### src/logic/memory_game_pkg.sv
package memory_game_pkg;

    // ----------------------------------------
    // Widths
    // ----------------------------------------

    // One bit per button
    localparam int BUTTON_WIDTH = 4;
    typedef logic [BUTTON_WIDTH-1:0] button_t;

    // Sequence position and round index
    localparam int ADDRESS_WIDTH = 4;
    typedef logic [ADDRESS_WIDTH-1:0] address_t;

    // Entries in the sequence and number of rounds
    localparam int SEQUENCE_DEPTH = 16;

    // ----------------------------------------
    // Sequence contents and wait limit
    // ----------------------------------------

    // One-hot expected play per position
    localparam button_t SEQUENCE_TABLE [SEQUENCE_DEPTH] = '{
        4'b0001, 4'b0010, 4'b0100, 4'b1000,
        4'b0100, 4'b0010, 4'b0001, 4'b0001,
        4'b0010, 4'b0010, 4'b0100, 4'b0100,
        4'b1000, 4'b1000, 4'b0001, 4'b0100
    };

    // Cycles allowed between plays
    localparam int TIMEOUT_CYCLES = 4000;
    localparam int TIMER_WIDTH = 12;

    // ----------------------------------------
    // Control types
    // ----------------------------------------

    // End states at the top of the code space
    typedef enum logic [3:0] {
        idle             = 4'h0,
        prepare          = 4'h1,
        start_round      = 4'h2,
        wait_play        = 4'h3,
        capture_play     = 4'h4,
        judge_play       = 4'h5,
        next_position    = 4'h6,
        check_last_round = 4'h7,
        next_round       = 4'h8,
        end_timeout      = 4'hd,
        end_win          = 4'he,
        end_lose         = 4'hf
    } game_state_e;

    // Strobes from the FSM to the datapath
    typedef struct packed {
        logic clear_position;
        logic step_position;
        logic clear_round;
        logic step_round;
        logic clear_play;
        logic capture;
        logic timing;
    } fsm_ctrl_t;

    // Flags from the counters back to the FSM
    typedef struct packed {
        logic position_below_round;
        logic position_at_round;
        logic last_round;
        logic timed_out;
    } round_status_t;

endpackage
### src/logic/memory_game.sv
`timescale 1ns/10ps

module memory_game
    import memory_game_pkg::*;
(
    input  logic    clock,
    input  logic    reset,
    input  logic    start,
    input  button_t buttons,
    output button_t leds,
    output logic    done,
    output logic    win,
    output logic    lose
);

    // ----------------------------------------
    // Internal wiring
    // ----------------------------------------

    logic          play_strobe;
    logic          match;
    address_t      position;
    fsm_ctrl_t     ctrl;
    round_status_t status;

    // Press detection and capture, the captured play drives the leds
    play_input u_play_input (
        .clock       (clock),
        .reset       (reset),
        .buttons     (buttons),
        .ctrl        (ctrl),
        .play_strobe (play_strobe),
        .play        (leds)
    );

    // Position, round and wait timer
    round_counters u_round_counters (
        .clock    (clock),
        .reset    (reset),
        .ctrl     (ctrl),
        .position (position),
        .status   (status)
    );

    // Expected entry lookup and compare
    play_checker u_play_checker (
        .clock    (clock),
        .reset    (reset),
        .position (position),
        .play     (leds),
        .match    (match)
    );

    // Game sequencing
    game_fsm u_game_fsm (
        .clock       (clock),
        .reset       (reset),
        .start       (start),
        .play_strobe (play_strobe),
        .match       (match),
        .status      (status),
        .ctrl        (ctrl),
        .done        (done),
        .win         (win),
        .lose        (lose)
    );

endmodule

### src/logic/game_fsm.sv
`timescale 1ns/10ps

module game_fsm
    import memory_game_pkg::*;
(
    input  logic          clock,
    input  logic          reset,
    input  logic          start,
    input  logic          play_strobe,
    input  logic          match,
    input  round_status_t status,
    output fsm_ctrl_t     ctrl,
    output logic          done,
    output logic          win,
    output logic          lose
);

    game_state_e state;
    game_state_e next_state;

    // ----------------------------------------
    // State register and result flags
    // ----------------------------------------

    // Flags decoded from next_state so they line up with the state
    always_ff @(posedge clock or posedge reset) begin
        if (reset) begin
            state <= idle;
            done  <= 1'b0;
            win   <= 1'b0;
            lose  <= 1'b0;
        end else begin
            state <= next_state;
            done  <= (next_state == end_timeout) || (next_state == end_win) ||
                     (next_state == end_lose);
            win   <= (next_state == end_win);
            lose  <= (next_state == end_lose);
        end
    end

    // ----------------------------------------
    // Next state
    // ----------------------------------------

    always_comb begin
        next_state = state;
        case (state)
            idle: begin
                if (start) begin
                    next_state = prepare;
                end
            end
            prepare:     next_state = start_round;
            start_round: next_state = wait_play;
            wait_play: begin
                // A press wins over the timeout in the same cycle
                if (play_strobe) begin
                    next_state = capture_play;
                end else if (status.timed_out) begin
                    next_state = end_timeout;
                end
            end
            capture_play: next_state = judge_play;
            judge_play: begin
                if (match && status.position_below_round) begin
                    next_state = next_position;
                end else if (match && status.position_at_round) begin
                    next_state = check_last_round;
                end else begin
                    next_state = end_lose;
                end
            end
            next_position: next_state = wait_play;
            check_last_round: begin
                if (status.last_round) begin
                    next_state = end_win;
                end else begin
                    next_state = next_round;
                end
            end
            next_round: next_state = start_round;
            // Game over, wait for a restart
            end_timeout, end_win, end_lose: begin
                if (start) begin
                    next_state = prepare;
                end
            end
            default: next_state = idle;
        endcase
    end

    // ----------------------------------------
    // Control strobes
    // ----------------------------------------

    // Moore decode of the current state
    always_comb begin
        ctrl = '0;
        case (state)
            idle: begin
                ctrl.clear_position = 1'b1;
                ctrl.clear_round    = 1'b1;
                ctrl.clear_play     = 1'b1;
            end
            prepare: begin
                // Position too, a lost game can leave it mid round
                ctrl.clear_position = 1'b1;
                ctrl.clear_round    = 1'b1;
                ctrl.clear_play     = 1'b1;
            end
            wait_play:     ctrl.timing        = 1'b1;
            capture_play:  ctrl.capture       = 1'b1;
            next_position: ctrl.step_position = 1'b1;
            next_round: begin
                ctrl.clear_position = 1'b1;
                ctrl.step_round     = 1'b1;
            end
            default: ctrl = '0;
        endcase
    end

endmodule

### src/logic/play_checker.sv
`timescale 1ns/10ps

module play_checker
    import memory_game_pkg::*;
(
    input  logic     clock,
    input  logic     reset,
    input  address_t position,
    input  button_t  play,
    output logic     match
);

    // ----------------------------------------
    // Sequence ROM
    // ----------------------------------------

    // Table entry at the current position, one edge late
    button_t expected;

    // Synchronous read, position settles well before judging
    always_ff @(posedge clock or posedge reset) begin
        if (reset) begin
            expected <= '0;
        end else begin
            expected <= SEQUENCE_TABLE[position];
        end
    end

    // ----------------------------------------
    // Judgement
    // ----------------------------------------

    // Only read by the FSM in judge_play
    // Exact match needed, two buttons at once never match a one-hot entry
    assign match = (play == expected);

endmodule

### src/logic/round_counters.sv
`timescale 1ns/10ps

module round_counters
    import memory_game_pkg::*;
(
    input  logic          clock,
    input  logic          reset,
    input  fsm_ctrl_t     ctrl,
    output address_t      position,
    output round_status_t status
);

    // Round being played
    address_t round;
    // Cycles spent waiting for a play
    logic [TIMER_WIDTH-1:0] timer;

    // ----------------------------------------
    // Position counter
    // ----------------------------------------

    // Entry being played within the round
    always_ff @(posedge clock or posedge reset) begin
        if (reset) begin
            position <= '0;
        end else if (ctrl.clear_position) begin
            position <= '0;
        end else if (ctrl.step_position) begin
            // Wraps at the end of the table through the counter width
            position <= position + 1'b1;
        end
    end

    // ----------------------------------------
    // Round counter
    // ----------------------------------------

    always_ff @(posedge clock or posedge reset) begin
        if (reset) begin
            round <= '0;
        end else if (ctrl.clear_round) begin
            round <= '0;
        end else if (ctrl.step_round) begin
            // Same wrap as the position counter
            round <= round + 1'b1;
        end
    end

    // ----------------------------------------
    // Wait timer
    // ----------------------------------------

    // Runs only while waiting and clears otherwise
    always_ff @(posedge clock or posedge reset) begin
        if (reset) begin
            timer <= '0;
        end else if (!ctrl.timing) begin
            timer <= '0;
        end else begin
            timer <= timer + 1'b1;
        end
    end

    // Status flags straight from the registers
    always_comb begin
        status.position_below_round = (position < round);
        status.position_at_round    = (position == round);
        status.last_round           = (round == ADDRESS_WIDTH'(SEQUENCE_DEPTH - 1));
        status.timed_out            = (timer == TIMER_WIDTH'(TIMEOUT_CYCLES - 1));
    end

endmodule

### src/logic/play_input.sv
`timescale 1ns/10ps

module play_input
    import memory_game_pkg::*;
(
    input  logic      clock,
    input  logic      reset,
    input  button_t   buttons,
    input  fsm_ctrl_t ctrl,
    output logic      play_strobe,
    output button_t   play
);

    // ----------------------------------------
    // Press detection
    // ----------------------------------------

    // Any button down
    logic any_button;
    // Two samples of any_button
    logic sample_now;
    logic sample_prev;

    assign any_button = |buttons;

    always_ff @(posedge clock or posedge reset) begin
        if (reset) begin
            sample_now  <= 1'b0;
            sample_prev <= 1'b0;
        end else begin
            sample_now  <= any_button;
            sample_prev <= sample_now;
        end
    end

    // One cycle pulse on zero to nonzero, releases give nothing
    assign play_strobe = sample_now & ~sample_prev;

    // ----------------------------------------
    // Play register
    // ----------------------------------------

    // Holds the last captured play, also shown on the leds
    always_ff @(posedge clock or posedge reset) begin
        if (reset) begin
            play <= '0;
        end else if (ctrl.clear_play) begin
            play <= '0;
        end else if (ctrl.capture) begin
            play <= buttons;
        end
    end

endmodule

### config.mk
export PLATFORM = sky130hd
export DESIGN_NAME = memory_game
export DESIGN_NICKNAME = d
export VERILOG_FILES = /design/src/logic/memory_game_pkg.sv /design/src/logic/memory_game.sv /design/src/logic/game_fsm.sv /design/src/logic/play_checker.sv /design/src/logic/round_counters.sv /design/src/logic/play_input.sv
export SDC_FILE = /design/constraint.sdc
export NUM_CORES = 1
export LEC_CHECK = 0
export ABC_AREA = 1
export BUFFER_PORTS_ARGS = -buffer_cell sky130_fd_sc_hd__buf_2
export CORE_ASPECT_RATIO = 2
export CORE_UTILIZATION = 64
export DETAILED_ROUTE_END_ITERATION = 10
export PLACE_DENSITY_LB_ADDON = 0.2
export SYNTH_ARGS = -nofsm -noshare
export SYNTH_HDL_FRONTEND = slang
export SYNTH_SLANG_ARGS = --single-unit
### constraint.sdc
create_clock -name clock -period 2.1 [get_ports clock]
set_input_delay 0.105 -clock clock [delete_from_list [all_inputs] [get_ports clock]]
set_output_delay 0.105 -clock clock [all_outputs]
set_load 0.01 [all_outputs]
# [Word-level counts from Yosys, hierarchy flattened]
# Memories as Yosys holds them, arrays and structs flattened. A register that Yosys moved wholly into a read port is not among the register bits.
# Index checks and enable logic that the tools add are counted.
[totals] inputBits=7 out_inout_bits=7 romBits=64 n_memories=1 ff_bits=33
[memory_table] name="(name not given)" words=16 width=4 read_ports=1 rd_ports_with_merged_regs=1 wr=0 line_no="play_checker.sv:25" source="expected <= SEQUENCE_TABLE[position];"
[classes] eq_ne=18 muxes=20 n_reduce_logical=14 n_addsub=3 magnitude_cmp=1 bitwise=3
[op_table] operator="4-bit 2-to-1 mux" n=11
[op_table] operator="4-bit == test (second input constant)" n=8
[op_table] operator="4-bit one-hot mux with 7 select lines" n=1
[op_table] operator="4-bit by 3-bit == test with 1-bit output (second input constant)" n=4
[op_table] operator="12-bit by 1-bit adder with 12-bit output (second input constant)" n=1
[op_table] operator="12-bit == test (second input constant)" n=1
[op_table] operator="12-bit 2-to-1 mux" n=1
[op_table] operator="4-bit by 1-bit adder with 4-bit output (second input constant)" n=2
[op_table] operator="4-bit by 2-bit == test with 1-bit output (second input constant)" n=2
[op_table] operator="4-bit == test" n=2
[op_table] operator="4-bit OR reduction" n=2
[op_table] operator="1-bit 2-to-1 mux" n=6
[op_table] operator="2-bit nonzero test" n=3
[op_table] operator="2-bit OR reduction" n=3
[op_table] operator="4-bit inverter with 5-bit output" n=1
[op_table] operator="4-bit by 1-bit == test with 1-bit output (second input constant)" n=1
[op_table] operator="4-bit zero test" n=1
[op_table] operator="4-bit less-than comparator" n=1
[op_table] operator="3-bit 2-to-1 mux" n=1
[op_table] operator="3-bit OR reduction" n=1
[op_table] operator="1-bit logical AND" n=2
[op_table] operator="1-bit logical OR" n=2
[op_table] operator="1-bit AND" n=1
[op_table] operator="1-bit inverter" n=1

# [Longest topological paths before layout]
[depth] ltp_word=8 mapped_depth=11

# [Hierarchy]
# From an unflattened synthesis, not the netlist that was laid out.
[unflattened] hier_cells=281 area_unflattened_um2=2105.8
[by_module_without_submodules] module="round_counters" area_each_um2=1112.3 n_inst=1 cells_each=140
[by_module_without_submodules] module="game_fsm" area_each_um2=511.7 n_inst=1 cells_each=78
[by_module_without_submodules] module="play_checker" area_each_um2=249.0 n_inst=1 cells_each=37
[by_module_without_submodules] module="play_input" area_each_um2=232.7 n_inst=1 cells_each=26

# [Least setup slack after synthesis]
# No wires, ideal clock.
[synth_timing] kind="flip-flop to flip-flop" start="register u_round_counters.position[3]" end="register u_game_fsm.lose" path_slack_ns=0.688 n_path_buf=0 stages_incl_launch_ff=9 required_ns=1.986 arrival_ns=1.297 synth_period_minus_slack_ns=1.412 cell_sequence="dfrtp_1 > ha_1 > a21o_1 > a21oi_1 > nand2_1 > nand3_1 > nand2_1 > nand2_2 > nor2_1"
[synth_via] elab_chain_cells=6 word_cells_on_any_way=8 classes_between="1 x order compare; 2 x eq/ne; 3 x mux; 2 x reduce/logical"
[synth_rtl] element="start, declared" line_no="round_counters.sv:9" source="output address_t position,"
[synth_rtl] element="start signal, assigned" line_no="round_counters.sv:30" source="position <= position + 1'b1;"
[synth_rtl] element="branches (longest 3 deep; another with 4-bit less-than comparator)"
[synth_rtl] element="4-bit 2-to-1 mux (*)" line_no="game_fsm.sv:65" source="if (match && status.position_below_round) begin"
[synth_rtl] element="4-bit one-hot mux with 7 select lines (*)" line_no="game_fsm.sv:47" source="case (state)"
[synth_rtl] element="named net u_game_fsm.next_state[3]" line_no="game_fsm.sv:19" source="game_state_e next_state;"
[synth_rtl] element="4-bit == test (*)" line_no="game_fsm.sv:37" source="lose <= (next_state == end_lose);"
[synth_rtl] element="end signal, assigned" line_no="game_fsm.sv:37"
[synth_rtl] element="end, declared" line_no="game_fsm.sv:15" source="output logic lose"
# Mark *: on every way through the listed nets, which the timed path passes.
# A chain may end at the register's enable or synchronous reset.

# [Worst setup path in the final report]
[layout_timing] start="register u_round_counters.position[1]" end="register u_game_fsm.win"
[layout_via] elab_chain_cells=6 word_cells_on_any_way=8 classes_between="1 x order compare; 2 x eq/ne; 3 x mux; 2 x reduce/logical"
[layout_rtl] element="branches (longest 3 deep; another with 4-bit less-than comparator)"
[layout_rtl] element="4-bit 2-to-1 mux (*)" line_no="game_fsm.sv:65"
[layout_rtl] element="4-bit one-hot mux with 7 select lines (*)" line_no="game_fsm.sv:47"
[layout_rtl] element="4-bit == test (*)" line_no="game_fsm.sv:36" source="win <= (next_state == end_win);"
[layout_rtl] element="end signal, assigned" line_no="game_fsm.sv:36"
[layout_rtl] element="end, declared" line_no="game_fsm.sv:14" source="output logic win,"
# Every way passes the cells marked *.

==> flow_summary.yaml <==
timing:
  tns_ps: 0
  worst_slew_pin_slew_ps: 465
  max_freq_mhz: 624
  skew_ps: 5.64
  finalCritPeriodShare_pct: 76.3
  fin_crit_ps: 1600
  report.final.slew_viol_count: 0
  rsz0062_at_grt: "no"
  setup_viol: 0
  hold_viol_final: 0
  max_slew_margin_pct: 69.0
placement:
  gp_congestion: 0.792
  dp_cells: 309
  portBuffers: 13
  dp_hpwl_um: 3400
clocking:
  h-tree-depth: 2
  cts_sinks: 37
  cts_resized: 0
  clock_latency_ps: 290
  tritoncts.num_buffers: 5
  cts-root-buf: "clkbuf_8"
  cts.path.max_buffers: 2
  cts_tree: "yes"
  cts_setup_buffers: 0
  clk_pin_slew_worst_paths_ps: 70
global_routing:
  grt_use_total_pct: 28.9
  gr-total-overflow: 0
  grt_max_degree: 38
  grt_pass1_wl_um: 7270
  antenna_found_initial: 0
  first_global_vias: 1763
route:
  num_vias: 1773
  drc: 0
  detail_route.wl_per_cell_um: 13.8
  drt_iter0_markers: 53
  antenna_left: 0
  via_per_inst: 5.59
  drt_wl_total_um: 4380
  drt_pass1_iterations: 4
cells_and_area:
  antenna_cells: 0
  area_delta_synth_final_pct: 10.0
  instances_no_fill: 317
  nNetsFinal: 305
  fill_cells: 261
  drive_gt1_share_pct: 11.8
die:
  num_io_pins: 14
  core_um2: 3010
  dieArea_um2: 3460
  rows: 28
  dieWidth_um: 42.1
  start_util_pct: 68.2
  die-height_um: 82.2
yosys:
  syn_avg_cell_area_um2: 7.76
  syn_area_um2: 2060
  seq_area_frac_synth_pct: 45.0
  syn-num-nets: 283
  ys_ff_latch: 37
  yosys_warnings: 0
  yosysUniqueCellTypes: 28
  synthCells: 265
run:
  drv_cap: 0
worst_setup_path:
  crit_required_ps: 2320
  cp_data_arrival_time_ps: 1830
  path_class: "flip-flop to flip-flop"
  critPathCaptureType: "flip-flop"
  crit_path_start_kind: "flip-flop"
  path_max_fanout: 6
hold_path:
  hold_path.class: "input pin to flip-flop"
power:
  irDropWorstVdd_mv: 0.884
  powerDensity_nw_per_um2: 1040
  p_leak_uw: 0.00115
outcome:
  run_status: "complete, no violations"
## metrics by stage
step                hold WS, ps  area [um^2]  power (uW)  setup WS [ps]  util, %
CTS                        23.5         2260        2350            524     75.1
finish                     34.2         2260        2350            498     75.1
floorplan                   221         2060        1610            688        -
global route               22.9         2260        2510            404     75.1
global placement            231         2170        1830            605     71.9
detailed placement          244         2170        1850            544     71.9
## path summary, 6_finish.rpt
| kind | startpoint | endpoint | slack, ps | depth (start not counted) |
|---|---|---|---|---|
| worst max-delay path | u_round_counters.position[1] | u_game_fsm.win | 500 | 8 |
| worst min register to register | u_play_input.sample_now | u_play_input.sample_prev | 390 | 0 |
| max in group asynchronous | reset | u_game_fsm.state[0] | 1300 | 4 |
| worst min-delay path | buttons[2] | u_play_input.sample_now | 30 | 3 |
| min in group asynchronous | reset | u_round_counters.timer[3] | 470 | 4 |
| worst max register to register | u_round_counters.position[1] | u_game_fsm.win | 500 | 8 |
## synthesized netlist by cell type
cell type	instances	area share, %
a2bb2oi_1	1	0.43
a21o_1	1	0.37
inv_1	44	8.0
nand2_1	53	9.7
nor3_2	1	0.49
nor2_2	1	0.30
nand2_4	1	0.55
xnor2_1	2	0.85
xor2_1	1	0.43
o21bai_1	1	0.37
a21boi_0	1	0.37
o31ai_1	1	0.37
nor3_1	6	1.5
a21oi_1	13	3.2
inv_2	2	0.37
nand3_1	12	2.9
nor4_1	3	0.91
o21ai_1	1	0.24
nor2_1	40	7.3
o21ai_0	16	3.9
nor2_8	1	0.97
nor2_4	1	0.55
dfrtp_1	37	45
a31oi_1	1	0.30
ha_1	11	6.7
nand4_1	1	0.30
o22ai_1	5	1.5
nand2_2	7	2.1
## kinds of logic (layout without fill, tap and decap cells)
family,Yosys count,in the layout,synth area share (%)
adder cells (fa/ha/maj),11,11,6.69
AND/OR/NAND/NOR,127,127,27.6
buffers and inverters,46,68,8.40
XOR/XNOR,3,3,1.28
flip-flops,37,37,45.0
AO/OA/AOI/OAI,41,41,11.0
## state kept, by name, summed over array words and instances (netlist names)
signal,cells
u_round_counters.timer,12
u_game_fsm.state,4
u_play_checker.expected,4
u_play_input.play,4
u_round_counters.position,4
u_round_counters.round,4
u_game_fsm.done,1
u_game_fsm.lose,1
u_game_fsm.win,1
u_play_input.sample_now,1
u_play_input.sample_prev,1
## cell usage in the layout (no fill, tap or decap), drive strengths merged
cell type and n:
buf 14, dfrtp 37, a21boi 1, clkbuf 7
nand3 12, inv 46, nor4 3, o31ai 1
o22ai 5, o21bai 1, dlygate4sd3 1, a31oi 1
o21ai 17, nand4 1, a2bb2oi 1, nor3 7
xnor2 2, ha 11, nand2 61, a21o 1
nor2 43, a21oi 13, xor2 1
## metal layers
metal / track usage (%) / share of wire, % / wire, um
met2: 57.8 / 59 / 2600
met3: 5.00 / 1.9 / 83
met1: 24.6 / 34 / 1500
met4: 20.0 / 4.3 / 190
met5: 0 / 0 / 0
## critical path: stages, from the launching register on
cell,delay (ps)
dfrtp_1,470
ha_1,340
inv_1,60
o21bai_1,70
a21oi_1,140
nand2_1,100
a21oi_1,170
nand2_1,70
nor2_1,110
## power breakdown
group / switching (uW) / internal [uW] / total (uW)
Combinational: 658 / 296 / 954
Sequential: 91.2 / 804 / 895
Clock: 236 / 260 / 496
## final cells by class
cell class / instances / area [um^2] / share of cell area [%]
Clock buffer: 7 / 86.3 / 3.82
Inverter: 46 / 173 / 7.63
Timing Repair Buffer: 15 / 82.6 / 3.65
Tap cell: 30 / 37.5 / 1.66
Multi-Input combinational cell: 182 / 957 / 42.3
Sequential cell: 37 / 926 / 40.9
## what timing repair did
item                                    in CTS  in global routing
endpoints found under the setup margin       0                  0
hold buffers                                 1                  0
endpoints found under the hold margin       37                  0
Note: power is estimated with default switching activity, not from simulation.
